`src/common/nes_board_params.svh`:
```
/* NES board glue constants
   widths, counts and core phase values */

`ifndef NES_BOARD_PARAMS_SVH
`define NES_BOARD_PARAMS_SVH

// memory address width
`define NES_ADDR_W 22

// buttons per controller
`define PAD_W 8

// machine reset length after a download, in clock cycles
`define DL_RESET_CYCLES 255

// led divider, top bit toggles at about 1 Hz
`define BLINK_W 24

// core phase counter and the phase owned by PPU memory
`define NES_PHASE_W 2
`define NES_PPU_PHASE 3

`endif

```
`src/common/nes_board_pkg.sv`:
```
/* NES board glue package
   shared types for memory addresses, pad buttons and the arbiter FSM */

`default_nettype none

package nes_board_pkg;

  // byte address into the cartridge and work memory space
  typedef logic [21:0] mem_addr_t;

  // one controller, eight buttons
  typedef logic [7:0] pad_bits_t;

  // memory arbiter FSM
  typedef enum logic [1:0] {
    IDLE,
    LOADER_CYCLE,
    CPU_CYCLE
  } mem_state_e;

  // kind of bus cycle in flight
  typedef enum logic {
    OP_READ,
    OP_WRITE
  } mem_op_e;

endpackage

`default_nettype wire

```
`src/common/loader_wr_if.sv`:
```
/* loader write channel
   one buffered loader write, handed from the holding register to the arbiter */

`timescale 1ns/10ps
`default_nettype none

interface loader_wr_if;

  logic                   pending;
  nes_board_pkg::mem_addr_t addr;
  logic [7:0]             data;
  // pulses in the cycle the bus acks the write
  logic                   taken;

  modport source (
    output pending,
    output addr,
    output data,
    input  taken
  );

  modport sink (
    input  pending,
    input  addr,
    input  data,
    output taken
  );

endinterface

`default_nettype wire

```
`src/source/reset_sequencer.sv`:
```
/* machine reset sequencer
   holds the core in reset at power-on, after downloads and on failures */

`timescale 1ns/10ps
`default_nettype none

`include "nes_board_params.svh"

module reset_sequencer (
  input  wire logic clk,
  input  wire logic reset_nes,
  input  wire logic btn_reset_n_i,
  input  wire logic menu_reset_i,
  input  wire logic downloading_i,
  input  wire logic loader_busy_i,
  input  wire logic loader_fail_i,
  output      logic nes_reset_o
);

  localparam int CNT_W = $clog2(`DL_RESET_CYCLES + 1);

  logic             init_q;
  logic [CNT_W-1:0] dl_cnt_q;

  always_ff @(posedge clk) begin
    if (reset_nes) begin
      init_q      <= 1'b1;
      dl_cnt_q    <= '0;
      nes_reset_o <= 1'b1;
    end else begin
      // first download releases the power-on hold
      if (downloading_i) begin
        init_q <= 1'b0;
      end

      // reload while streaming, count down once the loader is idle
      if (downloading_i) begin
        dl_cnt_q <= CNT_W'(`DL_RESET_CYCLES);
      end else if (!loader_busy_i && dl_cnt_q != '0) begin
        dl_cnt_q <= dl_cnt_q - 1'b1;
      end

      nes_reset_o <= init_q | ~btn_reset_n_i | menu_reset_i |
                     (dl_cnt_q != '0) | loader_fail_i;
    end
  end

endmodule

`default_nettype wire

```
`src/source/status_led.sv`:
```
/* status led
   on while downloading, blinking on loader failure, off otherwise */

`timescale 1ns/10ps
`default_nettype none

`include "nes_board_params.svh"

module status_led (
  input  wire logic clk,
  input  wire logic reset_nes,
  input  wire logic downloading_i,
  input  wire logic loader_fail_i,
  output      logic led_o
);

  // free running, top bit gives roughly 1 Hz
  logic [`BLINK_W-1:0] blink_q;

  always_ff @(posedge clk) begin
    if (reset_nes) begin
      blink_q <= '0;
    end else begin
      blink_q <= blink_q + 1'b1;
    end
  end

  // led is active low
  assign led_o = downloading_i ? 1'b0 :
                 loader_fail_i ? blink_q[`BLINK_W-1] : 1'b1;

endmodule

`default_nettype wire

```
`src/controller/joypad_serializer.sv`:
```
/* joypad serializer
   swaps and reorders the two pads, then shifts them out to the core */

`timescale 1ns/10ps
`default_nettype none

`include "nes_board_params.svh"

module joypad_serializer (
  input  wire logic                     clk,
  input  wire logic                     reset_nes,
  input  wire nes_board_pkg::pad_bits_t pad_a_i,
  input  wire nes_board_pkg::pad_bits_t pad_b_i,
  input  wire logic                     pad_swap_i,
  input  wire logic                     pad_strobe_i,
  input  wire logic [1:0]               pad_clock_i,
  output      logic [1:0]               pad_data_o
);

  // board order to core order
  // low half of the core byte comes from the high half of the board byte, same order,
  // high half comes from the low half, reversed
  function automatic nes_board_pkg::pad_bits_t reorder(input nes_board_pkg::pad_bits_t b);
    nes_board_pkg::pad_bits_t r;
    for (int i = 0; i < `PAD_W / 2; i++) begin
      r[i]              = b[i + `PAD_W / 2];
      r[i + `PAD_W / 2] = b[`PAD_W / 2 - 1 - i];
    end
    return r;
  endfunction

  nes_board_pkg::pad_bits_t core_pad [2];
  nes_board_pkg::pad_bits_t shift_q  [2];
  logic [1:0]               last_clk_q;
  logic [1:0]               clk_fall;

  assign core_pad[0] = reorder(pad_swap_i ? pad_b_i : pad_a_i);
  assign core_pad[1] = reorder(pad_swap_i ? pad_a_i : pad_b_i);

  assign clk_fall = last_clk_q & ~pad_clock_i;

  always_ff @(posedge clk) begin
    if (reset_nes) begin
      shift_q[0] <= '0;
      shift_q[1] <= '0;
      last_clk_q <= '0;
    end else begin
      last_clk_q <= pad_clock_i;
      for (int n = 0; n < 2; n++) begin
        if (pad_strobe_i) begin
          shift_q[n] <= core_pad[n];
        end else if (clk_fall[n]) begin
          shift_q[n] <= {1'b0, shift_q[n][`PAD_W-1:1]};
        end
      end
    end
  end

  assign pad_data_o = {shift_q[1][0], shift_q[0][0]};

endmodule

`default_nettype wire

```
`src/memory/loader_write_buffer.sv`:
```
/* loader write buffer
   holds one loader write until the memory arbiter has posted it */

`timescale 1ns/10ps
`default_nettype none

module loader_write_buffer (
  input  wire logic                     clk,
  input  wire logic                     reset_nes,
  input  wire logic                     loader_wr_i,
  input  wire nes_board_pkg::mem_addr_t loader_addr_i,
  input  wire logic [7:0]               loader_data_i,
  output      logic                     loader_full_o,
  loader_wr_if.source                   wr_o
);

  logic                     pending_q;
  logic                     capture;
  nes_board_pkg::mem_addr_t addr_q;
  logic [7:0]               data_q;

  // a new write is only taken into an empty slot
  assign capture = loader_wr_i & ~pending_q;

  always_ff @(posedge clk) begin
    if (reset_nes) begin
      pending_q <= 1'b0;
    end else if (capture) begin
      pending_q <= 1'b1;
    end else if (wr_o.taken) begin
      pending_q <= 1'b0;
    end
  end

  always_ff @(posedge clk) begin
    if (capture) begin
      addr_q <= loader_addr_i;
      data_q <= loader_data_i;
    end
  end

  assign wr_o.pending  = pending_q;
  assign wr_o.addr     = addr_q;
  assign wr_o.data     = data_q;
  assign loader_full_o = pending_q;

endmodule

`default_nettype wire

```
`src/memory/mem_arbiter.sv`:
```
/* memory arbiter
   wishbone classic master shared by loader writes and cpu accesses */

`timescale 1ns/10ps
`default_nettype none

`include "nes_board_params.svh"

module mem_arbiter (
  input  wire logic                     clk,
  input  wire logic                     reset_nes,
  loader_wr_if.sink                     wr_i,
  input  wire logic [`NES_PHASE_W-1:0]  nes_phase_i,
  input  wire logic                     downloading_i,
  input  wire logic                     loader_busy_i,
  input  wire logic                     cpu_read_i,
  input  wire logic                     cpu_write_i,
  input  wire nes_board_pkg::mem_addr_t cpu_addr_i,
  input  wire logic [7:0]               cpu_wdata_i,
  output      logic [7:0]               cpu_rdata_o,
  output      logic                     cpu_done_o,
  output      logic                     wb_cyc_o,
  output      logic                     wb_stb_o,
  output      logic                     wb_we_o,
  output      logic [`NES_ADDR_W-1:0]   wb_adr_o,
  output      logic [7:0]               wb_dat_o,
  input  wire logic [7:0]               wb_dat_i,
  input  wire logic                     wb_ack_i
);

  nes_board_pkg::mem_state_e state_q;
  nes_board_pkg::mem_op_e    op_q;
  logic                      loading;
  logic                      loader_go;
  logic                      cpu_go;

  // ------------------------------------------------------------------
  // request qualification
  // ------------------------------------------------------------------
  assign loading   = downloading_i | loader_busy_i;
  assign loader_go = wr_i.pending && (nes_phase_i == `NES_PHASE_W'(`NES_PPU_PHASE));

  // cpu still holds its request during the done pulse, so skip that cycle
  assign cpu_go = !wr_i.pending && !loading && (cpu_read_i || cpu_write_i) && !cpu_done_o;

  assign wr_i.taken = (state_q == nes_board_pkg::LOADER_CYCLE) && wb_ack_i;

  // ------------------------------------------------------------------
  // FSM, one bus cycle at a time
  // ------------------------------------------------------------------
  always_ff @(posedge clk) begin
    if (reset_nes) begin
      state_q    <= nes_board_pkg::IDLE;
      op_q       <= nes_board_pkg::OP_READ;
      cpu_done_o <= 1'b0;
    end else begin
      cpu_done_o <= 1'b0;
      case (state_q)
        nes_board_pkg::IDLE: begin
          if (loader_go) begin
            state_q <= nes_board_pkg::LOADER_CYCLE;
            op_q    <= nes_board_pkg::OP_WRITE;
          end else if (cpu_go) begin
            state_q <= nes_board_pkg::CPU_CYCLE;
            op_q    <= cpu_write_i ? nes_board_pkg::OP_WRITE : nes_board_pkg::OP_READ;
          end
        end
        nes_board_pkg::LOADER_CYCLE: begin
          if (wb_ack_i) begin
            state_q <= nes_board_pkg::IDLE;
          end
        end
        nes_board_pkg::CPU_CYCLE: begin
          if (wb_ack_i) begin
            state_q    <= nes_board_pkg::IDLE;
            cpu_done_o <= 1'b1;
          end
        end
        default: state_q <= nes_board_pkg::IDLE;
      endcase
    end
  end

  // address and write data, latched when a cycle is launched
  always_ff @(posedge clk) begin
    if (state_q == nes_board_pkg::IDLE) begin
      if (loader_go) begin
        wb_adr_o <= wr_i.addr;
        wb_dat_o <= wr_i.data;
      end else if (cpu_go) begin
        wb_adr_o <= cpu_addr_i;
        wb_dat_o <= cpu_wdata_i;
      end
    end
  end

  // read data held until the next cpu read completes
  always_ff @(posedge clk) begin
    if (state_q == nes_board_pkg::CPU_CYCLE && wb_ack_i && op_q == nes_board_pkg::OP_READ) begin
      cpu_rdata_o <= wb_dat_i;
    end
  end

  assign wb_cyc_o = (state_q != nes_board_pkg::IDLE);
  assign wb_stb_o = wb_cyc_o;
  assign wb_we_o  = (op_q == nes_board_pkg::OP_WRITE);

endmodule

`default_nettype wire

```
`src/source/nes_board_top.sv`:
```
/* NES board glue top
   reset sequencing, status led, joypad serializers and the shared memory port */

`timescale 1ns/10ps
`default_nettype none

`include "nes_board_params.svh"

module nes_board_top (
  input  wire logic                         clk,
  input  wire logic                         reset_nes,
  // machine reset sources
  input  wire logic                         btn_reset_n_i,
  input  wire logic                         menu_reset_i,
  input  wire logic                         downloading_i,
  input  wire logic                         loader_busy_i,
  input  wire logic                         loader_fail_i,
  // loader writes
  input  wire logic                         loader_wr_i,
  input  wire nes_board_pkg::mem_addr_t     loader_addr_i,
  input  wire logic [7:0]                   loader_data_i,
  output      logic                         loader_full_o,
  // controllers
  input  wire nes_board_pkg::pad_bits_t     pad_a_i,
  input  wire nes_board_pkg::pad_bits_t     pad_b_i,
  input  wire logic                         pad_swap_i,
  input  wire logic                         pad_strobe_i,
  input  wire logic [1:0]                   pad_clock_i,
  output      logic [1:0]                   pad_data_o,
  // core cpu side
  input  wire logic [`NES_PHASE_W-1:0]      nes_phase_i,
  input  wire logic                         cpu_read_i,
  input  wire logic                         cpu_write_i,
  input  wire nes_board_pkg::mem_addr_t     cpu_addr_i,
  input  wire logic [7:0]                   cpu_wdata_i,
  output      logic [7:0]                   cpu_rdata_o,
  output      logic                         cpu_done_o,
  // wishbone master
  output      logic                         wb_cyc_o,
  output      logic                         wb_stb_o,
  output      logic                         wb_we_o,
  output      logic [`NES_ADDR_W-1:0]       wb_adr_o,
  output      logic [7:0]                   wb_dat_o,
  input  wire logic [7:0]                   wb_dat_i,
  input  wire logic                         wb_ack_i,
  // board outputs
  output      logic                         nes_reset_o,
  output      logic                         led_o
);

  loader_wr_if u_wr_if ();

  reset_sequencer u_reset_sequencer (
    .clk           (clk),
    .reset_nes     (reset_nes),
    .btn_reset_n_i (btn_reset_n_i),
    .menu_reset_i  (menu_reset_i),
    .downloading_i (downloading_i),
    .loader_busy_i (loader_busy_i),
    .loader_fail_i (loader_fail_i),
    .nes_reset_o   (nes_reset_o)
  );

  status_led u_status_led (
    .clk           (clk),
    .reset_nes     (reset_nes),
    .downloading_i (downloading_i),
    .loader_fail_i (loader_fail_i),
    .led_o         (led_o)
  );

  joypad_serializer u_joypad_serializer (
    .clk          (clk),
    .reset_nes    (reset_nes),
    .pad_a_i      (pad_a_i),
    .pad_b_i      (pad_b_i),
    .pad_swap_i   (pad_swap_i),
    .pad_strobe_i (pad_strobe_i),
    .pad_clock_i  (pad_clock_i),
    .pad_data_o   (pad_data_o)
  );

  loader_write_buffer u_loader_write_buffer (
    .clk           (clk),
    .reset_nes     (reset_nes),
    .loader_wr_i   (loader_wr_i),
    .loader_addr_i (loader_addr_i),
    .loader_data_i (loader_data_i),
    .loader_full_o (loader_full_o),
    .wr_o          (u_wr_if.source)
  );

  mem_arbiter u_mem_arbiter (
    .clk           (clk),
    .reset_nes     (reset_nes),
    .wr_i          (u_wr_if.sink),
    .nes_phase_i   (nes_phase_i),
    .downloading_i (downloading_i),
    .loader_busy_i (loader_busy_i),
    .cpu_read_i    (cpu_read_i),
    .cpu_write_i   (cpu_write_i),
    .cpu_addr_i    (cpu_addr_i),
    .cpu_wdata_i   (cpu_wdata_i),
    .cpu_rdata_o   (cpu_rdata_o),
    .cpu_done_o    (cpu_done_o),
    .wb_cyc_o      (wb_cyc_o),
    .wb_stb_o      (wb_stb_o),
    .wb_we_o       (wb_we_o),
    .wb_adr_o      (wb_adr_o),
    .wb_dat_o      (wb_dat_o),
    .wb_dat_i      (wb_dat_i),
    .wb_ack_i      (wb_ack_i)
  );

endmodule

`default_nettype wire

```
`config.mk`:
```
export PLATFORM = sky130hd
export DESIGN_NAME = nes_board_top
export DESIGN_NICKNAME = d
export VERILOG_FILES = /design/src/common/nes_board_pkg.sv /design/src/common/loader_wr_if.sv /design/src/source/reset_sequencer.sv /design/src/source/status_led.sv /design/src/controller/joypad_serializer.sv /design/src/memory/loader_write_buffer.sv /design/src/memory/mem_arbiter.sv /design/src/source/nes_board_top.sv
export VERILOG_INCLUDE_DIRS = /design/src /design/src/common
export SDC_FILE = /design/constraint.sdc
export NUM_CORES = 1
export LEC_CHECK = 0
export BUFFER_PORTS_ARGS = -buffer_cell sky130_fd_sc_hd__buf_2
export CORE_MARGIN = 5
export CORE_UTILIZATION = 40
export DETAILED_ROUTE_END_ITERATION = 12
export GPL_ROUTABILITY_DRIVEN = 0
export PLACE_DENSITY = 0.6
export SLEW_MARGIN = 20
export SYNTH_ARGS = -nofsm -noshare
export SYNTH_HDL_FRONTEND = slang
export SYNTH_SLANG_ARGS = --single-unit
```
`constraint.sdc`:
```
create_clock -name clk -period 2.3 [get_ports clk]
set_input_delay 0.115 -clock clk [delete_from_list [all_inputs] [get_ports clk]]
set_output_delay 0.115 -clock clk [all_outputs]
set_load 0.01 [all_outputs]
```
Word-level counts from Yosys, hierarchy flattened --
Memory sizes are Yosys's and may differ from the RTL's. Cells that the tools add are included.
Storage, ports and cells: RAM bits 16, input port bits 101, register bits after elaboration 109, logic and storage cells 98, memories kept 1, output and inout bits 47
Memory list:
- u_joypad_serializer.shift_q | depth 2, bits a word 8, read ports 2, clocked after Yosys merged registers in 0, wr ports 2, RTL line joypad_serializer.sv:33 | nes_board_pkg::pad_bits_t shift_q [2];
Cells by class: muxes and demuxes 37, $add $sub $neg 2, bitwise operators 16, reductions and logical operators 23, equal/unequal tests 5
Operators with widths (number):
- two-way mux 8 bit | 10
- two-way mux 22 bit | 2
- adder 24 x 1 -> 24 bit, second input constant | 1
- two-way mux 1 bit | 21
- OR 1 bit | 9
- logical AND 1 bit | 8
- nonzero test 2 bit | 4
- nonzero test 8 bit | 1
- subtractor 8 x 1 -> 8 bit, second input constant | 1
- two-way mux 2 bit | 3
- equality test 2 bit, second input constant | 2
- zero test 1 bit | 4
- NOT 1 bit | 4
- case mux 2 bit (2 select lines) | 1
- AND reduction 2 bit | 2
- OR reduction 2 bit | 2
- != test 3 x 1 -> 1 bit, second input constant | 1
- bitwise AND 2 bit | 1
- equality test 2 x 1 -> 1 bit, second input constant | 1
- zero test 2 bit | 1
- != test 2 x 1 -> 1 bit, second input constant | 1
- NOT 2 bit | 1
- bitwise AND 1 bit | 1
- logical OR 1 bit | 1

Depth between registers and ports, before layout --
depth after elaboration 8, depth in mapped cells 6, gate-level depth less buffers 6

Modules after synthesis --
From an unflattened synthesis, not the netlist that was laid out.
Unflattened totals: cells, all modules 381, area, all modules 5276.3 um^2
By module, submodules not included:
- mem_arbiter | sequential area each 1221.2 um^2, instances 1, area each 1781.7 um^2, cells an instance 102
- status_led | sequential area each 480.5 um^2, instances 1, area each 1096.1 um^2, cells an instance 122
- loader_write_buffer | sequential area each 920.9 um^2, instances 1, area each 948.4 um^2, cells an instance 35
- joypad_serializer | sequential area each 510.5 um^2, instances 1, area each 939.7 um^2, cells an instance 66
- reset_sequencer | sequential area each 200.2 um^2, instances 1, area each 510.5 um^2, cells an instance 56

Worst setup path after synthesis --
No wires, ideal clock.
path type reg2reg, start register u_loader_write_buffer.pending_q, in the netlist u_loader_write_buffer.loader_full_o, end register u_loader_write_buffer.addr_q[0], in the netlist u_loader_write_buffer.wr_o.addr[0], enable pin, data required time 1880 ps, path buffers 0, path slack 132 ps, period minus slack after synthesis 2168 ps, stages on the path, launching flop included 2, setup time 420 ps, data arrival time 1748 ps, cells stage by stage dfxtp_1 > nor2b_1
On the way: cells in the longest elaborated chain, start to end 2
RTL lines:
- from (decl) | RTL line loader_write_buffer.sv:17 | logic pending_q;
- from (signal assigned) | RTL line loader_write_buffer.sv:27 | pending_q <= 1'b0;
- from (signal assigned) | RTL line loader_write_buffer.sv:29 | pending_q <= 1'b1;
- from (signal assigned) | RTL line loader_write_buffer.sv:31 | pending_q <= 1'b0;
- NOT 1 bit | RTL line loader_write_buffer.sv:23 | assign capture = loader_wr_i & ~pending_q;
- bitwise AND 1 bit | RTL line loader_write_buffer.sv:23
- via u_loader_write_buffer.capture | RTL line loader_write_buffer.sv:18 | logic capture;
- to (signal assigned) | RTL line loader_write_buffer.sv:37 | addr_q <= loader_addr_i;
- to (decl) | RTL line loader_write_buffer.sv:19 | nes_board_pkg::mem_addr_t addr_q;
The timed path passes the listed nets, and every way through them passes these cells. A chain may end at the register's enable or synchronous reset.

Worst setup path after layout --
start register u_reset_sequencer.dl_cnt_q[1], end register u_reset_sequencer.nes_reset_o
On the way: cells in the longest elaborated chain, start to end 3
RTL lines:
- from (decl) | RTL line reset_sequencer.sv:23 | logic [CNT_W-1:0] dl_cnt_q;
- from (signal assigned) | RTL line reset_sequencer.sv:38 | dl_cnt_q <= CNT_W'(`DL_RESET_CYCLES);
- from (signal assigned) | RTL line reset_sequencer.sv:40 | dl_cnt_q <= dl_cnt_q - 1'b1;
- nonzero test 8 bit | RTL line reset_sequencer.sv:44 | (dl_cnt_q != '0) | loader_fail_i;
- OR 1 bit | RTL line reset_sequencer.sv:43 | nes_reset_o <= init_q | ~btn_reset_n_i | menu_reset_i |
- OR 1 bit | RTL line reset_sequencer.sv:44
- to (signal assigned) | RTL line reset_sequencer.sv:43
- to (decl) | RTL line reset_sequencer.sv:17 | output logic nes_reset_o
Every way passes these cells.

==> impl_metrics.tcl <==
set metrics [dict create \
    num_io_pins 148 \
    yosysSeqAreaShare 0.652 \
    hold_viol 0 \
    worstSetupEndpointType "register" \
    regArea_um2 3330 \
    vias 4069 \
    max_stage_delay_ns 0.56 \
    clockBufferDepth 2 \
    setup_violations 0 \
    cp_cell_sequence "inv_1, ha_1, nor3b_1, and2_1, nand3_1, dlygate4sd3_1" \
    io_buffer_count 147 \
    fp.dieW_um 123 \
    synthesis.nets 559 \
    fmax_ghz 0.508 \
    slowest_stage "dlygate4sd3_1" \
    synthesis.area_um2 5110 \
    hold_class "in2reg" \
    die_area_um2 15100 \
    antenna_found_initial 1 \
    cts_tree "yes" \
    p_comb_frac 0.090 \
    critical_path_buf_inv_count 2 \
    initial_core_util 0.406 \
    drt_wl_total_um 12200 \
    worstMarginPinSlew_ns 0.813 \
    drcViolationCount 0 \
    area_growth_pct 43.7 \
    busiest_layer "met2" \
    drt_pass1_iterations 4 \
    finalNetCount 787 \
    slew_headroom 0.454 \
    grt_max_degree 35 \
    met3_usage 0.0554 \
    whs_ns 0.0185 \
    grtUsageMet1 0.183 \
    status "finished, final reports clean" \
    finalCritPeriodShare 0.856 \
    seq_power_share 0.458 \
    crit_family "simple AND/OR/NAND/NOR gates" \
    multi_input_area_um2 1650 \
    path_class "reg2reg" \
    grt_remaining_overflow 0 \
    use_met2 0.302 \
    critPathLaunchType "register" \
    irDropWorstVdd_mv 0.715 \
    tns_ns 0 \
    yosysMostFrequentCell "nand2_1" \
    p_leak_nw 3.05 \
    p_int_w 0.00447 \
    clk_latency_ns 0.41 \
    syn_inst 453 \
    r2r_cells 6 \
    htreeDepth 4 \
    synthDistinctLibCells 41 \
    root_buffer "clkbuf_16" \
    synth_area_per_cell_um2 11.3 \
    drive_above_1_share 0.262 \
    drtIter0Drc 162 \
    netlist_top_cells_area "edfxtp_1, dfxtp_1, nand2_1, mux2i_1, a21oi_1" \
    fill_cells 1053 \
    synth_edf_count 83 \
    core-area_um2 12600 \
    clk_pin_slew_ns 0.05 \
    drt-wirelength-per-cell_um 14.1 \
    cts_setup_buffers 0 \
    clkPwrFrac 0.452 \
    worstReg2RegStart "u_reset_sequencer.dl_cnt_q[1]$_SDFFE_PP0P_" \
    path_depth 6 \
    cts_resized 0 \
    yosys_warnings 0 \
    whs_path_depth 2 \
    synthDominantCellAreaShare 0.488 \
    hpwl_um 8180 \
    grt_usage 0.170 \
    synth_common_cells "nand2_1, edfxtp_1, dfxtp_1" \
    r2r_setup_slack_ns 0.33 \
    viasPerCell 4.69 \
    sw_frac_of_total 0.206 \
    path_max_fanout 5 \
    synthArstFlopShare 0 \
    crit_arrival_ns 2.26 \
    skew_ns 0.00770 \
    rr_endpoint "u_reset_sequencer.nes_reset_o$_SDFF_PP1_" \
    grt_pass1_vias 4175 \
    grt_first_pass_wirelength_um 19500 \
    yosys.area.top_type "edfxtp_1" \
    crit_required_ns 2.60 \
    cts_sinks 125 \
    synth_seq_cells 125 \
    worstHoldEndpoint "u_reset_sequencer.dl_cnt_q[1]$_SDFFE_PP0P_" \
    cts_buffers 17 \
    powerDensity_nw_per_um2 767 \
    period_minus_slack_ns 1.97 \
    hp-start "downloading_i" \
    p_switching_w 0.00116 \
    fp.dieH_um 123 \
    rsz0062_at_grt "no" \
    synthFlopType "edfxtp_1" \
    final_max_slew_viol_count 0 \
    std_cell_rows 41 \
    postCtsHoldBufs 76 \
    detail-route-antenna-nets 0 \
    maxCapViolCount 0 \
]
[metal layers]
layer	wire length, µm	up-vias
li1	-	2062
met1	4890	1870
met5	0	-
met3	708	29
met4	335	0
met2	6280	108
[final cells by class]
| cell class | count | share of cell area |
|---|---|---|
| clock buffers | 21 | 0.0600 |
| inverters | 9 | 0.00460 |
| multi-input cells | 299 | 0.225 |
| repair buffers | 229 | 0.210 |
| clock inverters | 11 | 0.0169 |
| diodes | 1 | 0.000341 |
| well taps | 172 | 0.0293 |
| flip-flops and latches | 125 | 0.454 |
[kinds of logic after synthesis]
| group | Yosys count | share of synthesized area |
|---|---|---|
| fa+ha+maj | 5 | 0.0122 |
| buf+inv | 29 | 0.0252 |
| mux | 19 | 0.0372 |
| xor+xnor | 15 | 0.0257 |
| flops | 125 | 0.652 |
| simple gates | 203 | 0.182 |
| compound gates | 57 | 0.0652 |
[worst max path at each step]
stage	start	end	slack, ns
2_1_floorplan	u_loader_write_buffer.loader_full_o$_SDFFE_PP0P_	u_loader_write_buffer.wr_o.addr[0]$_DFFE_PP_	0.13
3_3_place_gp	u_loader_write_buffer.loader_full_o$_SDFFE_PP0P_	u_mem_arbiter.wb_adr_o[19]$_DFFE_PP_	0.58
3_5_place_dp	u_loader_write_buffer.loader_full_o$_SDFFE_PP0P_	u_mem_arbiter.wb_adr_o[16]$_DFFE_PP_	0.51
4_1_cts	u_reset_sequencer.dl_cnt_q[0]$_SDFFE_PP0P_	u_reset_sequencer.nes_reset_o$_SDFF_PP1_	0.31
5_1_grt	u_reset_sequencer.dl_cnt_q[1]$_SDFFE_PP0P_	u_reset_sequencer.nes_reset_o$_SDFF_PP1_	0.21
6_report	u_reset_sequencer.dl_cnt_q[1]$_SDFFE_PP0P_	u_reset_sequencer.nes_reset_o$_SDFF_PP1_	0.33
[layout by cell type, fill, tap and decap left out, types with 8 or more instances in the layout]
master | synthesis | final
buf_2 | 1 | 147
o21ai_0 | 20 | 20
dfxtp_1 | 42 | 42
inv_1 | 9 | 9
nor2_1 | 23 | 23
nand3_1 | 11 | 11
xor2_1 | 8 | 8
nand2_1 | 120 | 120
clkbuf_16 | 0 | 17
mux2i_1 | 19 | 19
edfxtp_1 | 83 | 83
dlygate4sd3_1 | 0 | 76
a21oi_1 | 20 | 20
[per-stage QoR]
step	total power [W]	util	cells	cell area (µm²)	worst slack, ns
final	0.00563	0.584	867	7340	0.332
after global routing	0.00586	0.584	867	7340	0.212
after CTS	0.00569	0.584	866	7340	0.315
after global placement	0.00301	0.478	758	6010	0.580
after floorplan	0.00283	-	453	5110	0.132
after detailed placement	0.00303	0.478	758	6010	0.514
[sequential cells by signal, indices dropped and copies added (netlist names), 2 cells and up]
name	cells
u_mem_arbiter.wb_dat_o	8
u_joypad_serializer.shift_q	16
u_reset_sequencer.dl_cnt_q	8
u_mem_arbiter.cpu_rdata_o	8
u_joypad_serializer.last_clk_q	2
u_mem_arbiter.wb_adr_o	22
u_loader_write_buffer.wr_o.data	8
u_loader_write_buffer.wr_o.addr	22
u_mem_arbiter.state_q	2
u_status_led.blink_q	24
[power groups by stage]
stage	clock network (W)	registers [W]	logic (W)
after floorplan	0	0.00264	0.000199
after detailed placement	0	0.00262	0.000406
after global placement	0	0.00262	0.000397
after CTS	0.00261	0.00258	0.000510
final	0.00254	0.00258	0.000506
after global routing	0.00272	0.00259	0.000563
Note: power is estimated with default switching activity, not from simulation.
